--- src/design/memL1_cfg.svh ---
`ifndef MEML1_CFG_SVH
`define MEML1_CFG_SVH

// byte address width on both the cpu side and the memory bus
`define L1_ADDR_BITS	32

// one cache line, also the width of the memory data bus
`define L1_LINE_BITS	128

// direct mapped, one line per set
`define L1_IC_LINES		64	// instruction cache sets
`define L1_DC_LINES		64	// data cache sets

// raised by the data cache when addr bits 1:0 are nonzero
// bit 15 set so it always counts as critical
`define L1_EXC_MISALIGN	16'h8001

`endif
--- src/design/memL1Pkg.sv ---
`default_nettype none

package memL1Pkg;

	// memory bus operation
	typedef enum logic [2:0]
	{
		OPM_READY		= 3'd0,	// idle, no request
		OPM_LOADLINE	= 3'd1,	// read one full line
		OPM_STOREWORD	= 3'd2	// write low 32 bits of data
	} memOpm;

	// status level, shared by the bus and the cache result ports
	typedef enum logic [1:0]
	{
		OK_READY	= 2'd0,	// nothing pending, or not granted
		OK_OK		= 2'd1,	// done, data valid
		OK_HOLD		= 2'd2,	// busy
		OK_FAULT	= 2'd3	// failed, code in data[15:0]
	} memOk;

	// cpu side data request
	typedef enum logic [1:0]
	{
		DC_NONE		= 2'd0,
		DC_LOAD		= 2'd1,
		DC_STORE	= 2'd2
	} dcOpm;

	// registered exception word
	typedef struct packed
	{
		logic [15:0]	pad;	// always zero
		logic [31:0]	addr;	// faulting byte address
		logic [15:0]	code;	// bit 15 marks critical
	} excWord;

endpackage

`default_nettype wire

--- src/design/memL1Arbiter.sv ---
`timescale 1ns/1ps
`default_nettype none

`include "memL1_cfg.svh"

module memL1Arbiter
	import memL1Pkg::*;
(
	input wire logic						clock,
	input wire logic						reset,

	// instruction cache side
	input wire logic [`L1_ADDR_BITS-1:0]	icAddr,
	input wire memL1Pkg::memOpm				icOpm,
	output memL1Pkg::memOk					icOk,

	// data cache side
	input wire logic [`L1_ADDR_BITS-1:0]	dcAddr,
	input wire memL1Pkg::memOpm				dcOpm,
	input wire logic [`L1_LINE_BITS-1:0]	dcDataOut,
	output memL1Pkg::memOk					dcOk,
	input wire logic						dcMisalign,

	// external memory bus
	output logic [`L1_ADDR_BITS-1:0]		memAddr,
	output memL1Pkg::memOpm					memOpm,
	output logic [`L1_LINE_BITS-1:0]		memDataOut,
	input wire memL1Pkg::memOk				memOk,
	input wire logic [`L1_LINE_BITS-1:0]	memDataIn,

	output excWord							regOutExc
);

	logic	latchIc;	// icache owns the bus
	logic	latchDc;
	logic	icReq;
	logic	dcReq;
	logic	icOwn;
	logic	dcOwn;
	logic	nxtLatchIc;
	logic	nxtLatchDc;
	excWord	excNext;

	assign icReq = (icOpm != OPM_READY);
	assign dcReq = (dcOpm != OPM_READY);

	// latched owner first, then icache priority
	assign icOwn = latchIc || (!latchDc && icReq);
	assign dcOwn = !icOwn && (latchDc || dcReq);

	// held until opm drops and the bus goes quiet
	assign nxtLatchIc = icOwn && (icReq || (memOk != OK_READY));
	assign nxtLatchDc = dcOwn && (dcReq || (memOk != OK_READY));

	always_comb
	begin
		memAddr		= '0;
		memOpm		= OPM_READY;
		memDataOut	= '0;
		icOk		= OK_READY;	// loser reads this as wait
		dcOk		= OK_READY;
		if (icOwn)
		begin
			memAddr	= icAddr;
			memOpm	= icOpm;
			icOk	= memOk;
		end
		else if (dcOwn)
		begin
			memAddr		= dcAddr;
			memOpm		= dcOpm;
			memDataOut	= dcDataOut;
			dcOk		= memOk;
		end
	end

	always_comb
	begin
		excNext = '0;
		// bit 15 clear means a soft failure, no exception
		if ((icOwn || dcOwn) && (memOk == OK_FAULT) && memDataIn[15])
		begin
			excNext.addr = memAddr;
			excNext.code = memDataIn[15:0];
		end
		if (dcMisalign)
		begin
			excNext.addr = dcAddr;	// full byte address
			excNext.code = `L1_EXC_MISALIGN;
		end
	end

	always_ff @(posedge clock)
	begin
		if (reset)
		begin
			latchIc		<= 1'b0;
			latchDc		<= 1'b0;
			regOutExc	<= '0;
		end
		else
		begin
			latchIc		<= nxtLatchIc;
			latchDc		<= nxtLatchDc;
			regOutExc	<= excNext;	// zero when nothing faulted
		end
	end

endmodule

`default_nettype wire

--- config.mk ---
export PLATFORM = sky130hd
export DESIGN_NAME = memL1Arbiter
export DESIGN_NICKNAME = d
export VERILOG_FILES = /design/src/design/memL1Pkg.sv /design/src/design/memL1Arbiter.sv
export VERILOG_INCLUDE_DIRS = /design/src /design/src/design
export SDC_FILE = /design/constraint.sdc
export NUM_CORES = 1
export LEC_CHECK = 0
export BUFFER_PORTS_ARGS = -buffer_cell sky130_fd_sc_hd__buf_4
export CAP_MARGIN = 5
export CORE_AREA = 3 3 215 217
export DETAILED_ROUTE_END_ITERATION = 7
export DIE_AREA = 0 0 218 220
export GPL_ROUTABILITY_DRIVEN = 0
export GPL_TIMING_DRIVEN = 0
export PLACE_DENSITY = 0.33
export SLEW_MARGIN = 15
export SYNTH_ARGS = -nofsm -noshare
export SYNTH_HDL_FRONTEND = slang
export SYNTH_SLANG_ARGS = --single-unit
--- constraint.sdc ---
create_clock -name clock -period 1.75 [get_ports clock]
set_input_delay 0.0875 -clock clock [delete_from_list [all_inputs] [get_ports clock]]
set_output_delay 0.0875 -clock clock [all_outputs]
set_load 0.03 [all_outputs]
[After elaboration in Yosys (flattened, before gate mapping)]
Cells that the tools add are included.
Word-level totals
  flip-flop bits (word level): 66
  bits of input ports: 331
  output and inout port bits: 231
  logic and storage cells: 36
Operators by class
  equality and inequality tests: 1
  multiplexer cells: 11
  bitwise operators: 1
  reductions and logical operators: 17
Operators with widths (number)
  $mux W128: 2
  $mux W48: 2
  $mux W32: 2
  $logic_and A1 B1 Y1: 6
  $mux W2: 3
  $mux W3: 2
  $reduce_bool A3 Y1: 2
  $logic_or A1 B1 Y1: 5
  $reduce_or A3 Y1: 1
  $eq A2 B2 Y1 const B: 1
  $logic_not A1 Y1: 2
  $reduce_bool A2 Y1: 1
  $not A1 Y1: 1

[Longest topological paths before layout]
Gate-level depths: netlist of the first run.
  word-level depth: 10
  mapped depth: 6
  gate-level depth less buffers: 4

[Worst setup path before layout of the first run]
OpenSTA, ideal clock, no wires.
  path kind: reg-to-output
  from: register latchDc
  to: output port memAddr[10]
  arrival time: 1.649 ns
  data required time: 1.662 ns
  setup slack: 0.013 ns
  cell stages (with the launch flop): 6
  path buffers: 2
  cells stage by stage: dfxtp_1 -> or4_1 -> buf_2 -> clkbuf_1 -> nand2_1 -> o21ai_0
On the way
  word-level cells in the longest chain between the ends: 7
  elaborated cells on any way between the ends: 8
  those cells by class: mux (2); reduce/logical (6)
Ends and longest elaborated chain
  start: declaration: line memL1Arbiter.sv:35  | logic latchDc;
  start signal: assignment: line memL1Arbiter.sv:104  | latchDc <= nxtLatchDc;
  $logic_not A1 Y1: line memL1Arbiter.sv:48  | assign icOwn = latchIc || (!latchDc && icReq);
  $logic_and A1 B1 Y1: line memL1Arbiter.sv:48
  $logic_or A1 B1 Y1: line memL1Arbiter.sv:48
  $logic_not A1 Y1: line memL1Arbiter.sv:49  | assign dcOwn = !icOwn && (latchDc || dcReq);
  $logic_and A1 B1 Y1: line memL1Arbiter.sv:49
  $mux W32: line memL1Arbiter.sv:68  | else if (dcOwn)
  $mux W32 *: line memL1Arbiter.sv:62  | if (icOwn)
  end: declaration: line memL1Arbiter.sv:25  | output logic [`L1_ADDR_BITS-1:0] memAddr,
Mark *: on every way between the ends. The rest lies on a longest branch, timed or not.

[Final worst setup path of the first run]
  from: register latchDc
  to: output port memAddr[22]
The elaborated chain is that of the path after synthesis.

==> flow_summary.ini, run 1 <==
[status]
status = finished with violations
violations = negative setup slack

[cells_and_area]
area_delta_synth_final_pct = 227
final_core_util_pct = 22.6
final_area_sq_um = 10000
nFillCells = 4920
drive_gt1_share_pct = 74.0
antenna_cells = 0
final_cell_count_no_fill = 1538
finish.net_count = 1276

[logic_synthesis]
seq_area_frac_synth_pct = 32.7
ys_types = 27
synth_edf_count = 0
ys_seq_elements = 50
yosysWarnings = 0
ys.flop_type = dfxtp_1
async_flop_share_pct = 0
syn-instance-count = 397
yosys-top-cells-area = dfxtp_1 (33%), and2_1 (30%), a22o_1 (9.1%)
post-synth-top-count-cell = and2_1
syn_area_per_cell_sq_um = 7.72
synthTopCellsByCount = and2_1 (147), nand2_1 (65), dfxtp_1 (50)
yosys.area.top_type = dfxtp_1
syn_area_sq_um = 3070
synth_top_area_share_pct = 32.7

[grt]
grt_max_degree = 19
grt_pass1_vias = 5130
grt.total_usage_pct = 11.6
grt_overflow = 0
grt_pass1_wl_um = 39000
antenna_found_initial = 3

[sta]
max_slew.worst_pin.slew_ns = 0.506
worst_slack_ns = -0.133
period_needed_ns = 1.88
setup_viol = 179
hold_viol_final = 0
drv_slew = 0
slew_headroom_pct = 66.0
clock.fmax_ghz = 0.531
rsz0062_at_grt = true
period_share_pct = 108
clock_skew_ns = 0.0147
fin_setup_tns_ns = -10.67

[flow_run]
cap_violations = 0

[detailed_routing]
viasPerCell = 3.20
antenna_left = 0
routedWlPerCell_um = 19.8
wirelength_um = 30400
vias = 4919
firstDrtPassIters = 4
drc = 0
drt_iter0_drc = 142

[setup_path]
start_kind = flop
critPathArrivalTime_ns = 1.80
end_kind = output port
path_class = reg2out
required_ns = 1.66
worst-path-max-fanout = 9

[die]
die_area_sq_um = 48000
ios = 562
die_h_um = 220
num_rows = 77
coreArea_sq_um = 44300
die_x_um = 218
initial_core_util_pct = 6.92

[clock_tree]
cts_max_path_buffers = 2
cts_buffers = 5
cts_tree = yes
clock_sinks = 50
cts-htree-levels = 2
insertion_delay_ns = 0.32
clk_pin_slew_worst_paths_ns = 0.08
root_buffer = clkbuf_16

[worst_hold_path]
min_path_type = in2reg

[placement]
dp_cells = 1437
dp_hpwl_um = 24700
placed_area_sq_um = 7110
io_buffers = 433

[power_and_ir_drop]
leakage_nw = 4.88
irDropWorstVdd_v = 0.000353
finalPower_mw = 4.39
powerDensity_nw_per_um2 = 438
flip-flops by register name (all words and copies together) (netlist names):
name	flops
latchDc	1
latchIc	1
regOutExc	48
worst max-delay path, cell delays in order, from the launching register on:
cell	delay [ns]
dfxtp_4	0.39
or4_4	0.43
buf_12	0.17
clkbuf_16	0.17
nand2_2	0.06
o21ai_1	0.06
buf_4	0.18
per-layer routing:
metal,GRT usage [%],vias up,wire (um)
li1,-,2350,-
met1,10.2,2219,9160
met2,24.3,316,17400
met3,4.34,30,3100
met4,2.57,4,714
met5,0,-,26
final timing paths:
kind	startpoint	end	slack, ns	cells after the start
worst min-delay path	memDataIn[12]	regOutExc[12]	0.004	2
worst max-delay path	latchDc	memAddr[22]	-0.13	6
worst max register to register	latchDc	regOutExc[20]	-0.08	6
worst min register to register	latchDc	latchDc	0.71	2
logic make-up after synthesis:
kind of cell | after synthesis | synth area share (%)
flops | 50 | 32.7
compound gates | 72 | 16.8
buf+inv | 51 | 9.51
mux | 3 | 1.10
simple gates | 220 | 39.8
other cells | 1 | 0.122
power by group:
part / internal, mW / switching (mW)
clock network: 0.550 / 0.523
registers: 1.18 / 0.0153
logic: 1.10 / 1.02
total: 2.83 / 1.56
metrics by stage:
step | worst slack (ns) | hold WS (ns)
global route | -0.208 | 0.00605
global placement | -0.651 | 0.290
finish | -0.133 | 0.00399
CTS | -0.187 | 0.000801
detailed placement | -0.740 | 0.289
floorplan | 0.0131 | 0.160
timing repair:
item | in CTS | in global routing
hold endpoints to repair | 38 | 1
pin swaps | 43 | 102
setup endpoints to repair | 210 | 201
setup buffers | 16 | 2
hold buffers | 55 | 1
cloned | 10 | 12
resized for setup | 367 | 140
cells in the final DEF (no fill, tap or decap), drive strengths merged:
cell type | synthesis | routed
buf | 24 | 490
and2 | 147 | 147
nand2 | 65 | 65
dlygate4sd3 | 0 | 56
dfxtp | 50 | 50
o21ai | 35 | 36
a22o | 32 | 32
clkbuf | 24 | 32
conb | 1 | 16
inv | 3 | 5
mux2 | 3 | 3
nor3 | 2 | 2
a21oi | 2 | 2
nor2 | 2 | 2
or4 | 1 | 1
nand4b | 1 | 1
a41o | 1 | 1
nand2b | 1 | 1
nor3b | 1 | 1
o211ai | 1 | 1
a211oi | 1 | 1
clkinv | 0 | 1
area by class of cell:
class	instances	area, sq um	share of cell area (%)
well taps	592	741	7.39
multi-input cells	312	2380	23.7
clock buffers	5	125	1.25
clock inverters	3	28.8	0.287
repair buffers	527	5170	51.6
flip-flops and latches	50	1000	10.0
inverters	3	11.3	0.112
plain buffers	46	562	5.61
Power figures use the tool's default switching activity.
==> inputs of run 2 (changes only) <==
- BUFFER_PORTS_ARGS: -buffer_cell sky130_fd_sc_hd__buf_4 -> -buffer_cell sky130_fd_sc_hd__buf_2
==> flow_summary.ini, run 2 (synthesized netlist as in run 1, its figures left out) <==
[status]
status = finished with violations
violations = negative setup slack

[sta]
hold_slack_ns = 0.0173
period_share_pct = 106
setup_viol = 185
clock.fmax_ghz = 0.538
worst_slack_ns = -0.110
rsz0062_at_grt = true
period_needed_ns = 1.86
clock_skew_ns = 0.0143
max_slew.worst_pin.slew_ns = 0.542
drv_slew = 0
hold_viol_final = 0
fin_setup_tns_ns = -8.09
slew_headroom_pct = 63.6

[die]
die_area_sq_um = 48000
num_rows = 77
ios = 562
die_h_um = 220
die_x_um = 218
coreArea_sq_um = 44300
initial_core_util_pct = 6.92

[setup_path]
worst-path-buf-inv = 5
reg2reg_to = regOutExc[31]
critPathArrivalTime_ns = 1.77
path_class = reg2out
worst-path-max-fanout = 10
r2r_slack_ns = -0.09
slowest_delay_ns = 0.37
crit_chain = o21ai_4, a21oi_4, buf_12, buf_6, buf_6, buf_8, and2_1, buf_6
start_kind = flop
required_ns = 1.66
cpMaxStageDelayCell = dfxtp_4
reg2regPathDepth = 6
end_kind = output port
worst_path_dominant_cell_family = buffers and inverters
r2r-start = latchDc
crit_top_cell = buf_6

[cells_and_area]
finish.net_count = 1240
largest_reg_flops = 48
top_regs = regOutExc x48, latchDc x1, latchIc x1
nFillCells = 4972
multi_input_area_sq_um = 2390
final_common_cell = buf_2
top_register = regOutExc
drive_gt1_share_pct = 74.3
area_delta_synth_final_pct = 187
regArea_sq_um = 1010
final_core_util_pct = 19.9
layout_common_cells = buf_2 (281), buf_6 (141), and2_4 (93), and2_1 (54), dfxtp_1 (48)

[power_and_ir_drop]
irDropWorstVdd_v = 0.000679
leakage_nw = 4.45
powerDensity_nw_per_um2 = 468
finalPower_mw = 4.13

[detailed_routing]
firstDrtPassIters = 4
drc = 0
viasPerCell = 3.22
drt_iter0_drc = 130
routedWlPerCell_um = 18.8
antenna_left = 0
vias = 4837
wirelength_um = 28300

[worst_hold_path]
min_path_type = in2reg
hold_path_end = regOutExc[40]
min_path_cells = 2
hp-start = dcAddr[24]

[clock_tree]
clk_pin_slew_worst_paths_ns = 0.08
clock_sinks = 50
cts_tree = yes
insertion_delay_ns = 0.32
cts_max_path_buffers = 2
root_buffer = clkbuf_16
cts_buffers = 5
cts-htree-levels = 2

[grt]
grt_max_degree = 19
grt.total_usage_pct = 11.1
grt_overflow = 0
grt_pass1_wl_um = 37300
antenna_found_initial = 11
grt_pass1_vias = 5116

[placement]
dp_hpwl_um = 24300
dp_slack_ns = -0.763
io_buffers = 433

[flow_run]
cap_violations = 0
## run 2: cell count changes in the layout (fill, tap and decap cells not counted), moves of 8 or more
cell           previous run  this run
dlygate4sd3_1            56        34
and2_4                  121        93
buf_8                    34        14
clkbuf_16                24        14
buf_4                   317        25
o21ai_1                  16         5
clkbuf_8                  2        13
and2_1                   26        54
buf_6                   118       141
o21ai_2                  12        23
buf_2                     1       281
nand2_4                   7        16
nand2_1                  42        34
## run 2: worst reg2reg max path, cell delays in order, from the launching register on
cell and delay [ns]:
dfxtp_4 0.37, or4_4 0.43, buf_12 0.17, o211ai_2 0.12
o21ai_4 0.19, buf_6 0.21, a22o_4 0.23
## run 2: final cells by class
type	count	area share [%]
Timing Repair Buffer	492	44.8
Inverter	3	0.128
Clock buffer	5	1.42
Antenna cell	1	0.0284
Buffer	46	6.35
Multi-Input combinational cell	311	27.1
Clock inverter	3	0.327
Sequential cell	50	11.4
Tap cell	592	8.41
## run 2: metal layers
metal / global-route usage [%] / wire, um / part of all wire, % / up-vias
li1: - / - / - / 2286
met1: 9.69 / 8760 / 31 / 2168
met2: 22.5 / 15500 / 55 / 326
met3: 4.07 / 2840 / 10 / 47
met4: 4.83 / 1180 / 4.2 / 10
met5: 0 / 64 / 0.23 / -
## run 2: stage by stage
stage               cell area [sq um]  std cells
detailed placement               6030       1437
global placement                 6030       1437
floorplan                        3120        412
CTS                              8650       1502
finish                           8810       1503
global route                     8810       1502
## run 2: repair_timing
item,in CTS,in global routing
gates cloned,13,1
pin swaps,68,21
endpoints found under the setup margin,210,207
hold buffers,34,0
hold endpoints to repair,29,0
buffers inserted,11,1
gates resized for setup,589,58
## run 2: where the power goes
part | switching (mW) | total [mW] | internal (mW)
combinational | 0.992 | 1.85 | 0.863
clock | 0.532 | 1.08 | 0.548
sequential | 0.0117 | 1.19 | 1.18
total | 1.54 | 4.13 | 2.59
## run 2: how the worst max path moves through the flow
stage	start	to	slack, ns	cells past startpoint
floorplan	latchDc	memAddr[10]	0.01	5
global placement	icOpm[0]	memDataOut[50]	-0.76	8
detailed placement	icOpm[0]	memDataOut[50]	-0.76	8
CTS	latchDc	memDataOut[54]	-0.16	7
global route	latchDc	memDataOut[117]	-0.17	8
finish	latchDc	memDataOut[117]	-0.11	8
==> inputs of run 3 (changes only) <==
- ABC_AREA: unset -> 1
- CORE_AREA: 3 3 215 217 -> 3 3 216 218
- DIE_AREA: 0 0 218 220 -> 0 0 219 221
- HOLD_SLACK_MARGIN: unset -> 0.06
==> flow_summary.ini, run 3 <==
[clock_tree]
insertion_delay_ns = 0.31
root_buffer = clkbuf_16
cts-htree-levels = 2
clk_pin_slew_worst_paths_ns = 0.07
cts_tree = yes
cts_buffers = 5
clock_sinks = 50
cts_max_path_buffers = 2

[flow_run]
cap_violations = 0

[sta]
period_share_pct = 98.0
clock.fmax_ghz = 0.583
clock_skew_ns = 0.00592
drv_slew = 0
setup_viol = 0
worst_slack_ns = 0.0350
fin_setup_tns_ns = 0
period_needed_ns = 1.72
slew_headroom_pct = 53.5
rsz0062_at_grt = true
max_slew.worst_pin.slew_ns = 0.695
hold_viol_final = 0

[grt]
grt_pass1_wl_um = 33200
use_met2_pct = 18.0
grt_pass1_vias = 5558
met3_usage_pct = 3.20
grt.total_usage_pct = 9.18
grt_max_degree = 19
gr-usage-met1_pct = 8.98
gr-max-usage-layer = met2
grt_overflow = 0
antenna_found_initial = 5

[cells_and_area]
drive_gt1_share_pct = 49.6
final_cell_count_no_fill = 1725
top_regs = regOutExc x48, latchDc x1, latchIc x1
finish.net_count = 1454
final_common_cell = buf_2
largest_reg_flops = 48
area_delta_synth_final_pct = 126
layout_common_cells = buf_2 (333), nand2_1 (169), inv_1 (149), nor2_1 (101), buf_4 (91)
top_register = regOutExc
nFillCells = 5269

[logic_synthesis]
yosysWarnings = 0
yosys-top-cells-area = dfxtp_1 (29%), nand2_1 (19%), nor2_1 (17%)
synthTopCellsByCount = nand2_1 (172), nor2_1 (153), inv_1 (149)
async_flop_share_pct = 0
ys.flop_type = dfxtp_1
synth_top_area_share_pct = 29.4
syn_area_per_cell_sq_um = 5.50
yosys.area.top_type = dfxtp_1
ys_types = 17
post-synth-top-count-cell = nand2_1
syn_area_sq_um = 3410
syn-instance-count = 619
synth_edf_count = 0
ys_seq_elements = 50
seq_area_frac_synth_pct = 29.4

[detailed_routing]
vias = 5357
firstDrtPassIters = 4
drc = 0
antenna_left = 0
drt_iter0_drc = 122
viasPerCell = 3.11
wirelength_um = 23600
routedWlPerCell_um = 13.7

[setup_path]
required_ns = 1.66
path_class = reg2out
start_kind = flop
crit_top_cell = buf_6
cpMaxStageDelayCell = dfxtp_2
end_kind = output port
worst-path-max-fanout = 10
slowest_delay_ns = 0.34
critPathArrivalTime_ns = 1.63
crit_chain = inv_2, a21oi_4, nand2_4, buf_12, buf_6, nor2_4, buf_6

[worst_hold_path]
min_path_type = in2reg

[placement]
dp_slack_ns = -0.350
io_buffers = 433
dp_hpwl_um = 20000
dp_cells = 1667

[die]
die_x_um = 219
die_h_um = 221
initial_core_util_pct = 7.56
die_area_sq_um = 48400
num_rows = 78
coreArea_sq_um = 45100
ios = 562

[status]
status = completed

[power_and_ir_drop]
irDropWorstVdd_v = 0.000463
leakage_nw = 4.71
powerDensity_nw_per_um2 = 499
==> run 3: cell types whose count changed in the layout (fill, tap and decap cells not counted), sizes merged, moves of 2 or more <==
cell	previous run	this run
buf	479	473
nand3	0	35
nor2	2	154
clkbuf	30	13
dlygate4sd3	34	48
a22o	32	0
and2	147	0
nor3	2	0
nand2	65	173
inv	4	154
mux2	3	0
o21ai	35	4
==> run 3: logic make-up (layout without fill, tap and decap cells) <==
kind of cell / Yosys count / in the layout / share of synthesized area (%)
other: 1 / 17 / 0.110
AOI/OAI and AO/OA: 7 / 7 / 1.36
DFF: 50 / 50 / 29.4
and+or+nand+nor: 362 / 362 / 42.9
buffers and inverters: 199 / 689 / 26.2
==> run 3: layer usage <==
metal  routed length, um  up-vias
met1                8280     2306
met4                 442        8
li1                    -     2711
met5                  52        -
met3                2510       23
met2               12300      309
==> run 3: critical path: cells and delay by family (launching register included) <==
kind	cells	cell delay (ns)
buffers and inverters	4	0.53
DFF	1	0.34
and+or+nand+nor	2	0.25
AOI/OAI and AO/OA	1	0.17
==> run 3: final cells by class <==
type                            instances  area, sq um  area share, %
Timing Repair Buffer                  483         3050           39.6
Multi-Input combinational cell        385         1760           22.8
Sequential cell                        50         1000           13.0
Tap cell                              600          751           9.75
Inverter                              152          571           7.41
Buffer                                 46          409           5.32
Clock buffer                            5          125           1.63
Clock inverter                          3         28.8          0.374
Antenna cell                            1         2.50         0.0325
==> run 3: final timing paths <==
path	from	to	slack, ns	depth (start not counted)
setup / recovery	latchDc	memDataOut[13]	0.03	7
hold / removal	dcMisalign	regOutExc[15]	0.08	3
setup reg to reg	latchDc	regOutExc[43]	0.21	8
hold reg to reg	latchDc	regOutExc[0]	0.73	4
==> run 3: what timing repair did <==
item,in CTS,in global routing
endpoints found under the hold margin,48,0
setup endpoints to repair,160,123
buffers inserted,2,0
hold buffers,48,0
pin swaps,2,0
gates resized for setup,134,111
==> run 3: stage by stage <==
step | cell area (sq um) | utilization (%) | hold slack (ns) | total power, mW
floorplan | 3460 | - | 0.157 | 2.00
global placement | 6380 | 14.2 | 0.301 | 2.61
detailed placement | 6380 | 14.2 | 0.297 | 2.61
CTS | 7400 | 16.4 | 0.0621 | 3.90
global route | 7690 | 17.1 | 0.107 | 4.08
finish | 7700 | 17.1 | 0.0817 | 3.84
==> run 3: power breakdown <==
part / switching (mW) / internal [mW]
clock network: 0.522 / 0.550
registers: 0.0122 / 1.18
logic: 0.980 / 0.598
